==> src/mips_isa_pkg.sv <==
`default_nettype none

package mips_isa_pkg;

	// instruction field positions
	localparam int OP_MSB    = 31;
	localparam int OP_LSB    = 26;
	localparam int RS_MSB    = 25;
	localparam int RS_LSB    = 21;
	localparam int RT_MSB    = 20;
	localparam int RT_LSB    = 16;
	localparam int SHAMT_MSB = 10;
	localparam int SHAMT_LSB = 6;
	localparam int FUNCT_MSB = 5;
	localparam int FUNCT_LSB = 0;
	localparam int IMM_MSB   = 15;
	localparam int IMM_LSB   = 0;

	// primary opcodes handled by the slice
	typedef enum logic [5:0] {
		OP_SPECIAL  = 6'b000000,
		OP_REGIMM   = 6'b000001,
		OP_BEQ      = 6'b000100,
		OP_BNE      = 6'b000101,
		OP_BLEZ     = 6'b000110,
		OP_BGTZ     = 6'b000111,
		OP_ADDI     = 6'b001000,
		OP_ADDIU    = 6'b001001,
		OP_SLTI     = 6'b001010,
		OP_SLTIU    = 6'b001011,
		OP_ANDI     = 6'b001100,
		OP_ORI      = 6'b001101,
		OP_XORI     = 6'b001110,
		OP_LUI      = 6'b001111,
		OP_SPECIAL2 = 6'b011100,
		OP_LB       = 6'b100000,
		OP_LH       = 6'b100001,
		OP_LW       = 6'b100011,
		OP_LBU      = 6'b100100,
		OP_LHU      = 6'b100101,
		OP_SB       = 6'b101000,
		OP_SH       = 6'b101001,
		OP_SW       = 6'b101011
	} opcode_e;

	// SPECIAL (R-type) function codes
	typedef enum logic [5:0] {
		FN_SLL   = 6'b000000,
		FN_SRL   = 6'b000010,
		FN_SRA   = 6'b000011,
		FN_SLLV  = 6'b000100,
		FN_SRLV  = 6'b000110,
		FN_SRAV  = 6'b000111,
		FN_MTHI  = 6'b010001,
		FN_MTLO  = 6'b010011,
		FN_MULT  = 6'b011000,
		FN_MULTU = 6'b011001,
		FN_DIV   = 6'b011010,
		FN_DIVU  = 6'b011011,
		FN_ADD   = 6'b100000,
		FN_ADDU  = 6'b100001,
		FN_SUB   = 6'b100010,
		FN_SUBU  = 6'b100011,
		FN_AND   = 6'b100100,
		FN_OR    = 6'b100101,
		FN_XOR   = 6'b100110,
		FN_NOR   = 6'b100111,
		FN_SLT   = 6'b101010,
		FN_SLTU  = 6'b101011
	} funct_e;

	// MUL function code under SPECIAL2, same value as SRL
	localparam logic [5:0] FUNCT_MUL = 6'b000010;

	// REGIMM branches, selected by the rt field
	typedef enum logic [4:0] {
		RT_BLTZ   = 5'b00000,
		RT_BGEZ   = 5'b00001,
		RT_BLTZAL = 5'b10000,
		RT_BGEZAL = 5'b10001
	} regimm_e;

endpackage

`default_nettype wire

==> src/alu_ctrl_pkg.sv <==
`default_nettype none

package alu_ctrl_pkg;

	localparam int DATA_W  = 32;
	localparam int SHAMT_W = 5;

	typedef enum logic [4:0] {
		ALU_AND,
		ALU_OR,
		ALU_XOR,
		ALU_NOR,
		ALU_ADD,
		ALU_ADDU,
		ALU_SUB,
		ALU_SUBU,
		ALU_SLT,
		ALU_SLTU,
		ALU_SLL_SA,
		ALU_SRL_SA,
		ALU_SRA_SA,
		ALU_SLL,
		ALU_SRL,
		ALU_SRA,
		ALU_LUI,
		ALU_MUL,
		ALU_MULT,
		ALU_MULTU,
		ALU_MTHI,
		ALU_MTLO,
		ALU_NOP
	} alu_op_e;

	typedef enum logic [2:0] {
		BR_NONE,
		BR_EQ,
		BR_NE,
		BR_GTZ,
		BR_LEZ,
		BR_LTZ,
		BR_GEZ
	} br_cond_e;

	// one instruction entering the slice
	typedef struct packed {
		logic [DATA_W-1:0] instr;
		logic [DATA_W-1:0] rs_value;
		logic [DATA_W-1:0] rt_value;
	} issue_t;

	// decoded instruction in the execute register
	typedef struct packed {
		alu_op_e            op;
		br_cond_e           cond;
		logic [DATA_W-1:0]  a;
		// rt value or extended immediate
		logic [DATA_W-1:0]  b;
		logic [SHAMT_W-1:0] shamt;
		logic [DATA_W-1:0]  rt_value;
	} exec_t;

	// one completed instruction
	typedef struct packed {
		logic [DATA_W-1:0] result;
		logic [DATA_W-1:0] hi;
		logic [DATA_W-1:0] lo;
		logic              overflow;
		logic              branch_taken;
		// set by MULT/MULTU/MTHI
		logic              writes_hi;
		// set by MULT/MULTU/MTLO
		logic              writes_lo;
	} result_t;

endpackage

`default_nettype wire

==> src/alu_decoder.sv <==
`timescale 1ns/1ps
`default_nettype none

module alu_decoder
	import mips_isa_pkg::*;
	import alu_ctrl_pkg::*;
(
	input  wire logic [31:0] instr,
	input  wire logic [31:0] rs_value,
	input  wire logic [31:0] rt_value,
	output exec_t            dec
);

	opcode_e     op_code;
	funct_e      funct;
	regimm_e     rt_field;
	logic [15:0] imm;
	logic [31:0] imm_sext;
	logic [31:0] imm_zext;

	assign op_code  = opcode_e'(instr[OP_MSB:OP_LSB]);
	assign funct    = funct_e'(instr[FUNCT_MSB:FUNCT_LSB]);
	assign rt_field = regimm_e'(instr[RT_MSB:RT_LSB]);
	assign imm      = instr[IMM_MSB:IMM_LSB];
	assign imm_sext = {{16{imm[15]}}, imm};
	assign imm_zext = {16'b0, imm};

	always_comb begin
		dec.op       = ALU_NOP;
		dec.cond     = BR_NONE;
		dec.a        = rs_value;
		dec.b        = rt_value;
		dec.shamt    = instr[SHAMT_MSB:SHAMT_LSB];
		dec.rt_value = rt_value;

		case (op_code)
			OP_SPECIAL: begin
				case (funct)
					FN_AND:   dec.op = ALU_AND;
					FN_OR:    dec.op = ALU_OR;
					FN_XOR:   dec.op = ALU_XOR;
					FN_NOR:   dec.op = ALU_NOR;
					FN_ADD:   dec.op = ALU_ADD;
					FN_SUB:   dec.op = ALU_SUB;
					FN_ADDU:  dec.op = ALU_ADDU;
					FN_SUBU:  dec.op = ALU_SUBU;
					FN_SLT:   dec.op = ALU_SLT;
					FN_SLTU:  dec.op = ALU_SLTU;
					FN_MULT:  dec.op = ALU_MULT;
					FN_MULTU: dec.op = ALU_MULTU;
					// no divider in this slice
					FN_DIV:   dec.op = ALU_NOP;
					FN_DIVU:  dec.op = ALU_NOP;
					// shamt forms
					FN_SLL:   dec.op = ALU_SLL_SA;
					FN_SRL:   dec.op = ALU_SRL_SA;
					FN_SRA:   dec.op = ALU_SRA_SA;
					// register forms
					FN_SLLV:  dec.op = ALU_SLL;
					FN_SRLV:  dec.op = ALU_SRL;
					FN_SRAV:  dec.op = ALU_SRA;
					FN_MTHI:  dec.op = ALU_MTHI;
					FN_MTLO:  dec.op = ALU_MTLO;
					default:  dec.op = ALU_NOP;
				endcase
			end
			// arithmetic immediates are sign extended
			OP_ADDI:  begin dec.op = ALU_ADD;  dec.b = imm_sext; end
			OP_ADDIU: begin dec.op = ALU_ADDU; dec.b = imm_sext; end
			OP_SLTI:  begin dec.op = ALU_SLT;  dec.b = imm_sext; end
			OP_SLTIU: begin dec.op = ALU_SLTU; dec.b = imm_sext; end
			// logic immediates are zero extended
			OP_ANDI:  begin dec.op = ALU_AND;  dec.b = imm_zext; end
			OP_ORI:   begin dec.op = ALU_OR;   dec.b = imm_zext; end
			OP_XORI:  begin dec.op = ALU_XOR;  dec.b = imm_zext; end
			// shifted into the upper half by the ALU
			OP_LUI:   begin dec.op = ALU_LUI;  dec.b = imm_zext; end
			// address = base + offset
			OP_LB, OP_LH, OP_LW, OP_LBU, OP_LHU, OP_SB, OP_SH, OP_SW: begin
				dec.op = ALU_ADDU;
				dec.b  = imm_sext;
			end
			OP_SPECIAL2: begin
				if (instr[FUNCT_MSB:FUNCT_LSB] == FUNCT_MUL) begin
					dec.op = ALU_MUL;
				end
			end
			OP_BEQ:  dec.cond = BR_EQ;
			OP_BNE:  dec.cond = BR_NE;
			OP_BLEZ: dec.cond = BR_LEZ;
			OP_BGTZ: dec.cond = BR_GTZ;
			OP_REGIMM: begin
				case (rt_field)
					RT_BLTZ, RT_BLTZAL: dec.cond = BR_LTZ;
					RT_BGEZ, RT_BGEZAL: dec.cond = BR_GEZ;
					default:            dec.cond = BR_NONE;
				endcase
			end
			default: begin
				dec.op   = ALU_NOP;
				dec.cond = BR_NONE;
			end
		endcase
	end

endmodule

`default_nettype wire

==> src/alu_execute.sv <==
`timescale 1ns/1ps
`default_nettype none

module alu_execute
	import alu_ctrl_pkg::*;
(
	input  wire logic clk,
	input  wire logic rst,
	input  wire logic in_valid,
	output logic      in_ready,
	input  exec_t     dec,
	output logic      x_valid,
	input  wire logic x_ready,
	output result_t   x_result
);

	exec_t        ex_q;
	logic         ex_valid;
	logic [31:0]  a;
	logic [31:0]  b;
	logic [31:0]  sum;
	logic [31:0]  diff;
	logic         mul_signed;
	logic [63:0]  mul_a;
	logic [63:0]  mul_b;
	logic [63:0]  prod;
	logic [31:0]  res;
	logic         ovf;
	logic         taken;

	// free when empty or drained this cycle
	assign in_ready = !ex_valid || x_ready;
	assign x_valid  = ex_valid;

	always_ff @(posedge clk) begin
		if (rst) begin
			ex_valid <= 1'b0;
		end else if (in_valid && in_ready) begin
			ex_valid <= 1'b1;
		end else if (x_ready) begin
			ex_valid <= 1'b0;
		end
	end

	always_ff @(posedge clk) begin
		if (in_valid && in_ready) begin
			ex_q <= dec;
		end
	end

	assign a    = ex_q.a;
	assign b    = ex_q.b;
	assign sum  = a + b;
	assign diff = a - b;

	// one multiplier covers MULT, MULTU and MUL
	// operands sign or zero extended to the full product width
	assign mul_signed = (ex_q.op != ALU_MULTU);
	assign mul_a      = {{32{mul_signed & a[31]}}, a};
	assign mul_b      = {{32{mul_signed & b[31]}}, b};
	assign prod       = mul_a * mul_b;

	always_comb begin
		res = '0;
		ovf = 1'b0;
		case (ex_q.op)
			ALU_AND:    res = a & b;
			ALU_OR:     res = a | b;
			ALU_XOR:    res = a ^ b;
			ALU_NOR:    res = ~(a | b);
			ALU_ADD: begin
				res = sum;
				ovf = (a[31] == b[31]) && (sum[31] != a[31]);
			end
			ALU_ADDU:   res = sum;
			ALU_SUB: begin
				res = diff;
				ovf = (a[31] != b[31]) && (diff[31] != a[31]);
			end
			ALU_SUBU:   res = diff;
			ALU_SLT:    res = {31'b0, $signed(a) < $signed(b)};
			ALU_SLTU:   res = {31'b0, a < b};
			ALU_SLL_SA: res = b << ex_q.shamt;
			ALU_SRL_SA: res = b >> ex_q.shamt;
			ALU_SRA_SA: res = $signed(b) >>> ex_q.shamt;
			ALU_SLL:    res = b << a[4:0];
			ALU_SRL:    res = b >> a[4:0];
			ALU_SRA:    res = $signed(b) >>> a[4:0];
			ALU_LUI:    res = {b[15:0], 16'b0};
			ALU_MUL:    res = prod[31:0];
			// hi/lo writers and NOP leave the result at zero
			default:    res = '0;
		endcase
	end

	// branch judgement
	always_comb begin
		case (ex_q.cond)
			BR_EQ:   taken = (a == ex_q.rt_value);
			BR_NE:   taken = (a != ex_q.rt_value);
			BR_GTZ:  taken = !a[31] && (a != '0);
			BR_LEZ:  taken = a[31] || (a == '0);
			BR_LTZ:  taken = a[31];
			BR_GEZ:  taken = !a[31];
			default: taken = 1'b0;
		endcase
	end

	always_comb begin
		x_result.result       = res;
		x_result.overflow     = ovf;
		x_result.branch_taken = taken;
		x_result.hi           = prod[63:32];
		x_result.lo           = prod[31:0];
		x_result.writes_hi    = 1'b0;
		x_result.writes_lo    = 1'b0;
		case (ex_q.op)
			ALU_MULT, ALU_MULTU: begin
				x_result.writes_hi = 1'b1;
				x_result.writes_lo = 1'b1;
			end
			ALU_MTHI: begin
				x_result.hi        = a;
				x_result.writes_hi = 1'b1;
			end
			ALU_MTLO: begin
				x_result.lo        = a;
				x_result.writes_lo = 1'b1;
			end
			default: ;
		endcase
	end

endmodule

`default_nettype wire

==> src/alu_result.sv <==
`timescale 1ns/1ps
`default_nettype none

module alu_result
	import alu_ctrl_pkg::*;
(
	input  wire logic clk,
	input  wire logic rst,
	input  wire logic x_valid,
	output logic      x_ready,
	input  result_t   x_result,
	output logic      out_valid,
	input  wire logic out_ready,
	output result_t   out_data
);

	logic [31:0] hi_q;
	logic [31:0] lo_q;
	logic [31:0] hi_next;
	logic [31:0] lo_next;
	logic        load;
	result_t     out_q;
	logic        out_valid_q;

	assign x_ready = !out_valid_q || out_ready;
	assign load    = x_valid && x_ready;

	// only the halves named by the instruction change
	assign hi_next = x_result.writes_hi ? x_result.hi : hi_q;
	assign lo_next = x_result.writes_lo ? x_result.lo : lo_q;

	always_ff @(posedge clk) begin
		if (rst) begin
			hi_q <= '0;
			lo_q <= '0;
		end else if (load) begin
			hi_q <= hi_next;
			lo_q <= lo_next;
		end
	end

	always_ff @(posedge clk) begin
		if (rst) begin
			out_valid_q <= 1'b0;
		end else if (load) begin
			out_valid_q <= 1'b1;
		end else if (out_ready) begin
			out_valid_q <= 1'b0;
		end
	end

	// bundle shows the pair as it stands after this instruction
	always_ff @(posedge clk) begin
		if (load) begin
			out_q    <= x_result;
			out_q.hi <= hi_next;
			out_q.lo <= lo_next;
		end
	end

	assign out_valid = out_valid_q;
	assign out_data  = out_q;

endmodule

`default_nettype wire

==> src/alu_subsystem.sv <==
`timescale 1ns/1ps
`default_nettype none

module alu_subsystem
	import alu_ctrl_pkg::*;
(
	input  wire logic clk,
	input  wire logic rst,
	input  wire logic in_valid,
	output logic      in_ready,
	input  issue_t    in_data,
	output logic      out_valid,
	input  wire logic out_ready,
	output result_t   out_data
);

	exec_t   dec;
	logic    x_valid;
	logic    x_ready;
	result_t x_result;

	alu_decoder decoder_i (
		.instr    (in_data.instr),
		.rs_value (in_data.rs_value),
		.rt_value (in_data.rt_value),
		.dec      (dec)
	);

	alu_execute execute_i (
		.clk      (clk),
		.rst      (rst),
		.in_valid (in_valid),
		.in_ready (in_ready),
		.dec      (dec),
		.x_valid  (x_valid),
		.x_ready  (x_ready),
		.x_result (x_result)
	);

	alu_result result_i (
		.clk       (clk),
		.rst       (rst),
		.x_valid   (x_valid),
		.x_ready   (x_ready),
		.x_result  (x_result),
		.out_valid (out_valid),
		.out_ready (out_ready),
		.out_data  (out_data)
	);

endmodule

`default_nettype wire

==> config.mk <==
export PLATFORM = sky130hd
export DESIGN_NAME = alu_subsystem
export DESIGN_NICKNAME = d
export VERILOG_FILES = /design/src/mips_isa_pkg.sv /design/src/alu_ctrl_pkg.sv /design/src/alu_decoder.sv /design/src/alu_execute.sv /design/src/alu_result.sv /design/src/alu_subsystem.sv
export SDC_FILE = /design/constraint.sdc
export NUM_CORES = 2
export LEC_CHECK = 0
export ABC_CLOCK_PERIOD_IN_PS = 11100
export BUFFER_PORTS_ARGS = -buffer_cell sky130_fd_sc_hd__buf_2
export CAP_MARGIN = 10
export CORE_MARGIN = 4
export CORE_UTILIZATION = 59
export CTS_CLUSTER_DIAMETER = 50
export CTS_CLUSTER_SIZE = 10
export DETAILED_ROUTE_END_ITERATION = 8
export PLACE_DENSITY = 0.78
export REMOVE_ABC_BUFFERS = 1
export SYNTH_ARGS = -nofsm -noshare
export SYNTH_HDL_FRONTEND = slang
export SYNTH_SLANG_ARGS = --single-unit
==> constraint.sdc <==
create_clock -name clk -period 11.1 [get_ports clk]
set_input_delay 0.555 -clock clk [delete_from_list [all_inputs] [get_ports clk]]
set_output_delay 0.555 -clock clk [all_outputs]
set_load 0.03 [all_outputs]
Word level (Yosys, flattened, before mapping)
Memory sizes are Yosys's and may differ from the RTL's.
Index checks and enable logic that the tools add are counted.
{"block": "totals", "regBits": 275, "latch_bits": 0, "ram_bits": 0, "mem_bits_ro": 320, "input_bits": 100, "out_inout_bits": 102, "elab_cells": 140, "n_memories": 1}
{"name": "(name not given)", "depth": 64, "width": 5, "rd": 1, "rd_clocked_by_memory_dff": 0, "wr": 0, "line": "alu_decoder.sv:38", "source": "case (funct)"}
{"block": "op_classes", "addsub": 2, "mul": 1, "n_div": 0, "n_lt_le_gt_ge": 2, "eq_ne": 60, "n_shift": 6, "mux": 18, "bitwise_logic": 6, "n_reduce_logical": 27}
{"operator": "$pmux 32 s16", "count": 1}
{"operator": "$mux 32", "count": 4}
{"operator": "$lt 32x32->1", "count": 2}
{"operator": "$mul 33x33->64", "count": 1}
{"operator": "$pmux 32 s2", "count": 1}
{"operator": "$shl 32x5->32", "count": 2}
{"operator": "$shr 32x5->32", "count": 2}
{"operator": "$sshr 32x5->32", "count": 2}
{"operator": "$pmux 5 s10", "count": 1}
{"operator": "$eq 6x4->1 const B", "count": 8}
{"operator": "$eq 6x6->1 const B", "count": 8}
{"operator": "$eq 5x4->1 const B", "count": 8}
{"operator": "$eq 5x5->1 const B", "count": 8}
{"operator": "$add 32x32->32", "count": 1}
{"operator": "$and 32x32->32", "count": 1}
{"operator": "$eq 32x32->1", "count": 1}
{"operator": "$logic_not 32->1", "count": 1}
{"operator": "$ne 32x32->1", "count": 1}
{"operator": "$not 32->32", "count": 1}
{"operator": "$or 32x32->32", "count": 1}
{"operator": "$reduce_bool 32->1", "count": 1}
{"operator": "$sub 32x32->32", "count": 1}
{"operator": "$xor 32x32->32", "count": 1}
{"operator": "$eq 6x3->1 const B", "count": 4}
{"operator": "other kinds (30)", "count": 60}

Logic depth before layout (Yosys ltp)
{"block": "logic_depth", "ltp_word": 5, "mapped_depth": 35, "ltp_nobuf": 30}

Hierarchy
From an unflattened synthesis, not the netlist that was laid out.
{"block": "hier_totals", "cells_unflattened": 6596, "hier_area_um2": 59569.6}
{"module": "alu_execute", "n_inst": 1, "cells_each": 6062, "area_each_um2": 52181.3, "seq_area_each_um2": 3293.2}
{"module": "alu_result", "n_inst": 1, "cells_each": 327, "area_each_um2": 5933.2, "seq_area_each_um2": 4304.1}
{"module": "alu_decoder", "n_inst": 1, "cells_each": 207, "area_each_um2": 1455.1, "seq_area_each_um2": 0.0}

Least setup slack after synthesis
No wires, ideal clock.
{"block": "synth_path", "path_kind": "reg2reg", "from": "register execute_i.ex_q[107] (netlist bit)", "to": "register result_i.out_q (netlist bit result_i.out_data[67]) (data pin)", "setup_ps": 262, "arrival_time_ps": 9100, "required_ps": 10838, "setup_slack_ps": 1738, "stages_incl_launch_ff": 36, "n_path_buf": 5, "synth_period_minus_slack_ps": 9362, "path_cell_list": "edfxtp_1 > clkbuf_1 > nor2_1 > and3_1 > clkbuf_1 > clkbuf_1 > a21oi_1 > clkbuf_1 > nand2_1 > inv_1 > fa_1 > inv_1 > fa_1 > inv_1 > fa_1 > fa_1 > inv_1 > fa_1 > inv_1 > fa_1 > inv_1 > fa_1 > fa_1 > inv_1 > ha_1 > clkbuf_1 > nand2_1 > o21a_1 > and3_1 > a2111oi_0 > o21ai_0 > o31ai_4 > a21oi_1 > xnor2_1 > nor2_1 > or2_2"}
{"block": "synth_via", "elab_chain_cells": 5, "word_cells_on_any_way": 11, "cone_classes": "1 x mul; 4 x eq/ne; 3 x mux; 2 x bitwise; 1 x reduce/logical"}
{"item": "start, declared", "line": "alu_execute.sv:17", "source": "exec_t ex_q;"}
{"item": "start signal, assigned", "line": "alu_execute.sv:47", "source": "ex_q <= dec;"}
{"item": "$ne 5x5->1", "line": "alu_execute.sv:58", "source": "assign mul_signed = (ex_q.op != ALU_MULTU);"}
{"item": "$and 1x1->1, on equally long branches", "line": "alu_execute.sv:59, alu_execute.sv:60"}
{"item": "$mul 33x33->64", "line": "alu_execute.sv:61", "source": "assign prod = mul_a * mul_b;"}
{"item": "$mux 32", "line": "alu_execute.sv:117", "source": "case (ex_q.op)"}
{"item": "$mux 32 *", "line": "alu_result.sv:29", "source": "assign hi_next = x_result.writes_hi ? x_result.hi : hi_q;"}
{"item": "via result_i.hi_next[31]", "line": "alu_result.sv:19", "source": "logic [31:0] hi_next;"}
{"item": "end signal, assigned", "line": "alu_result.sv:55", "source": "out_q <= x_result;"}
{"item": "end, declared", "line": "alu_result.sv:22", "source": "result_t out_q;"}
The timed path passes the listed nets; every way through them passes the cells marked *.
A chain may end at the register's enable or synchronous reset.

Worst setup path after layout
Same ends and word-level chain as after synthesis.

==> impl_results.md <==
- Outcome: complete, no violations
- Wire per inst: 29.7 um
- Post-Synthesis Cells: 6,775
- CP peak stage delay: 0.65 ns
- Hold Path Stages: 1
- Fin Setup TNS: 0 ns
- Grt total ovfl: 0
- Width of the die: 325 um
- Area Overhead vs Synth: 6.75%
- First drt pass iteration count: 8
- Initial drt markers: 6,173
- Slowest cell on crit path: fa_1
- Die area: 0.106 mm2
- Input/output buffers: 195
- TritonCTS clock tree: yes
- Mean Syn Cell Area: 8.77 um2
- R2R Setup Slk: 0.68 ns
- Antenna violations before repair: 15
- HPWL after detailed placement: 185 mm
- Clock Pin Slew Worst Setup and Hold Paths: 0.05 ns
- # fillers: 8,334
- Most frequent CP cell: fa_1
- Post-Route WL: 241 mm
- Vias: 52,400
- Hold Path End: execute_i.a[16]
- Sink Count: 275
- Final Hold Viols: 0
- Post-Syn Area: 0.0594 mm2
- Inserted Clock Buffers: 44
- # DRC: 0
- Worst slew margin: 0.165
- Maximum clock frequency: 0.0960 GHz
- Worst Tran Pin Value: 1.25 ns
- H-tree depth: 2
- HP Class: input pin to flip-flop
- Final Max Tran Viols: 0
- Critical Path Start: execute_i.ex_q[107]
- # IOs: 202
- Worst R2R Start: execute_i.ex_q[107]
- Worst Reg-to-Reg Cells: 30
- Largest net degree at the start of global routing: 71
- Skew-Pair Late Insertion Delay: 0.66 ns
- Ys Warns: 0
- Worst-path maximum fanout: 13
- Seq/Total Area, Yosys: 0.128
- Clock Skews: 0.0367 ns
- Async SR Flop Fraction: 0
- Total core area: 0.100 mm2
- Fin crit share: 0.938
- Hold_sp: in_data[48]
- Die Y: 325 um
- Synth cell types: 89
- Postcts setup bufs: 0
- Total GRT Usage: 0.459
- Initial Util: 0.594
- Crit path kind: flip-flop to flip-flop
- Post-layout min period: 10.42 ns
- Setup violations, final: 0
- Post-synth EDFFs: 209
- CP Launch Type: flip-flop
- Row Count: 116
- CP required: 11.51 ns
- Layout Nets: 8,318
- ANT nets after route: 0
- Post_cts resized: 0
- Max_cap viols: 0
- CTS root buf: clkbuf_16
- Number of global-route vias before repair: 54,400
- Worst setup EP type: flip-flop
- Clock Path Buffers: 3
- Post-synth top flop: edfxtp_1
- Unrepaired setup endpoints after global routing: false
- First-pass GRT wire length: 356 mm
- Vias/cell: 6.46
- Gpl congestion: 1.07
- Layout cell share with drive strength beyond 1: 0.0871
- Worst flop-to-flop path endpoint: result_i.out_data[67]
- Crit path DAT: 10.83 ns
- Post-synthesis register bit count: 275
- Hold Buf Count CTS: 0
==> placed cells by master (no fill, tap or decap), types with 76 or more instances in the layout <==
master    count
nand3_1      76
buf_2       195
ha_1        314
a21oi_1     223
mux2i_1     184
nand2_1    1028
xnor2_1     107
fa_1       1127
nor2_1      622
buf_4       204
inv_1      1254
edfxtp_1    209
o21ai_0     187
==> Yosys cell counts (all sizes together), types with 19 or more instances <==
master | n | area share
a211oi | 40 | 0.0051
a21o | 66 | 0.0083
a21oi | 230 | 0.020
a221oi | 32 | 0.0049
a22oi | 60 | 0.0076
a31oi | 30 | 0.0032
and2 | 28 | 0.0029
buf | 126 | 0.0094
clkbuf | 321 | 0.020
dfxtp | 66 | 0.022
edfxtp | 209 | 0.11
fa | 1127 | 0.38
ha | 314 | 0.066
inv | 1266 | 0.080
mux2 | 28 | 0.0054
mux2i | 192 | 0.033
mux4 | 37 | 0.014
nand2 | 1029 | 0.065
nand2b | 26 | 0.0027
nand3 | 77 | 0.0065
nand4 | 39 | 0.0041
nor2 | 625 | 0.040
nor2b | 20 | 0.0021
nor3 | 79 | 0.0067
o211ai | 46 | 0.0058
o21a | 22 | 0.0028
o21ai | 194 | 0.016
o21bai | 25 | 0.0032
o221ai | 23 | 0.0034
o22ai | 28 | 0.0029
or3 | 19 | 0.0020
xnor2 | 107 | 0.016
xor2 | 32 | 0.0047
==> registers in the layout, summed over array words and instances, names as in the netlist <==
register	flops
result_i.out_valid	1
execute_i.a	32
execute_i.ex_q	45
result_i.out_data	100
result_i.hi_q	32
execute_i.b	32
execute_i.x_valid	1
result_i.lo_q	32
==> area by class of cell <==
type / instances / area, um2 / share of cell area
antenna: 11 / 27.5 / 0.000434
clock buffer: 53 / 1130 / 0.0179
clock inverter: 23 / 290 / 0.00458
inverter: 1278 / 4800 / 0.0757
multi-input combinational: 4775 / 45400 / 0.715
sequential: 275 / 7600 / 0.120
tap: 1298 / 1620 / 0.0256
timing repair buffer: 403 / 2590 / 0.0408
==> worst max-delay path by stage <==
stage                       endpoint  depth (start not counted)
3_3_place_gp   result_i.out_data[67]                         30
5_1_grt            result_i.hi_q[27]                         31
3_5_place_dp   result_i.out_data[67]                         30
6_report       result_i.out_data[67]                         30
2_1_floorplan  result_i.out_data[67]                         29
4_1_cts        result_i.out_data[67]                         30
==> per-stage QoR <==
stage	util	hold slack [ns]	area [um2]	instances	setup slack, ns
2_1_floorplan	-	0.430	57600	6328	0.189
3_3_place_gp	0.620	0.441	62000	8029	0.928
3_5_place_dp	0.620	0.448	62000	8029	0.836
4_1_cts	0.634	0.0603	63400	8105	0.757
5_1_grt	0.634	0.0817	63400	8105	0.120
6_report	0.634	0.0935	63400	8116	0.685
==> cell families (layout without fill, tap and decap cells) <==
logic type / count (synthesis) / count (layout) / synth area share
and+or+nand+nor: 2009 / 2009 / 0.140
other: 0 / 11 / 0
DFF: 275 / 275 / 0.128
buffers and inverters: 1725 / 1757 / 0.110
xor gates and xnor gates: 139 / 139 / 0.0205
muxes: 257 / 257 / 0.0521
AOI/OAI and AO/OA: 929 / 929 / 0.103
adders and majority gates: 1441 / 1441 / 0.446
==> critical path: cells and delay by family, from the launching register on <==
| kind | cells | cell delay [ns] |
|---|---|---|
| fa+ha+maj | 9 | 4.86 |
| simple gates | 8 | 2.19 |
| compound gates | 5 | 1.30 |
| buf+inv | 7 | 0.95 |
| flops | 1 | 0.59 |
| xor+xnor | 1 | 0.28 |
==> per-layer routing <==
| layer | share of wire | global-route usage | vias up |
|---|---|---|---|
| met5 | 0.00037 | 0 | - |
| met2 | 0.42 | 0.673 | 3887 |
| li1 | - | - | 21400 |
| met4 | 0.10 | 0.368 | 14 |
| met1 | 0.34 | 0.562 | 26000 |
| met3 | 0.13 | 0.144 | 1166 |
Power is left out: the tool's default activity adds up to more than one toggle a clock period on the data nets, which glitch-free logic cannot reach.
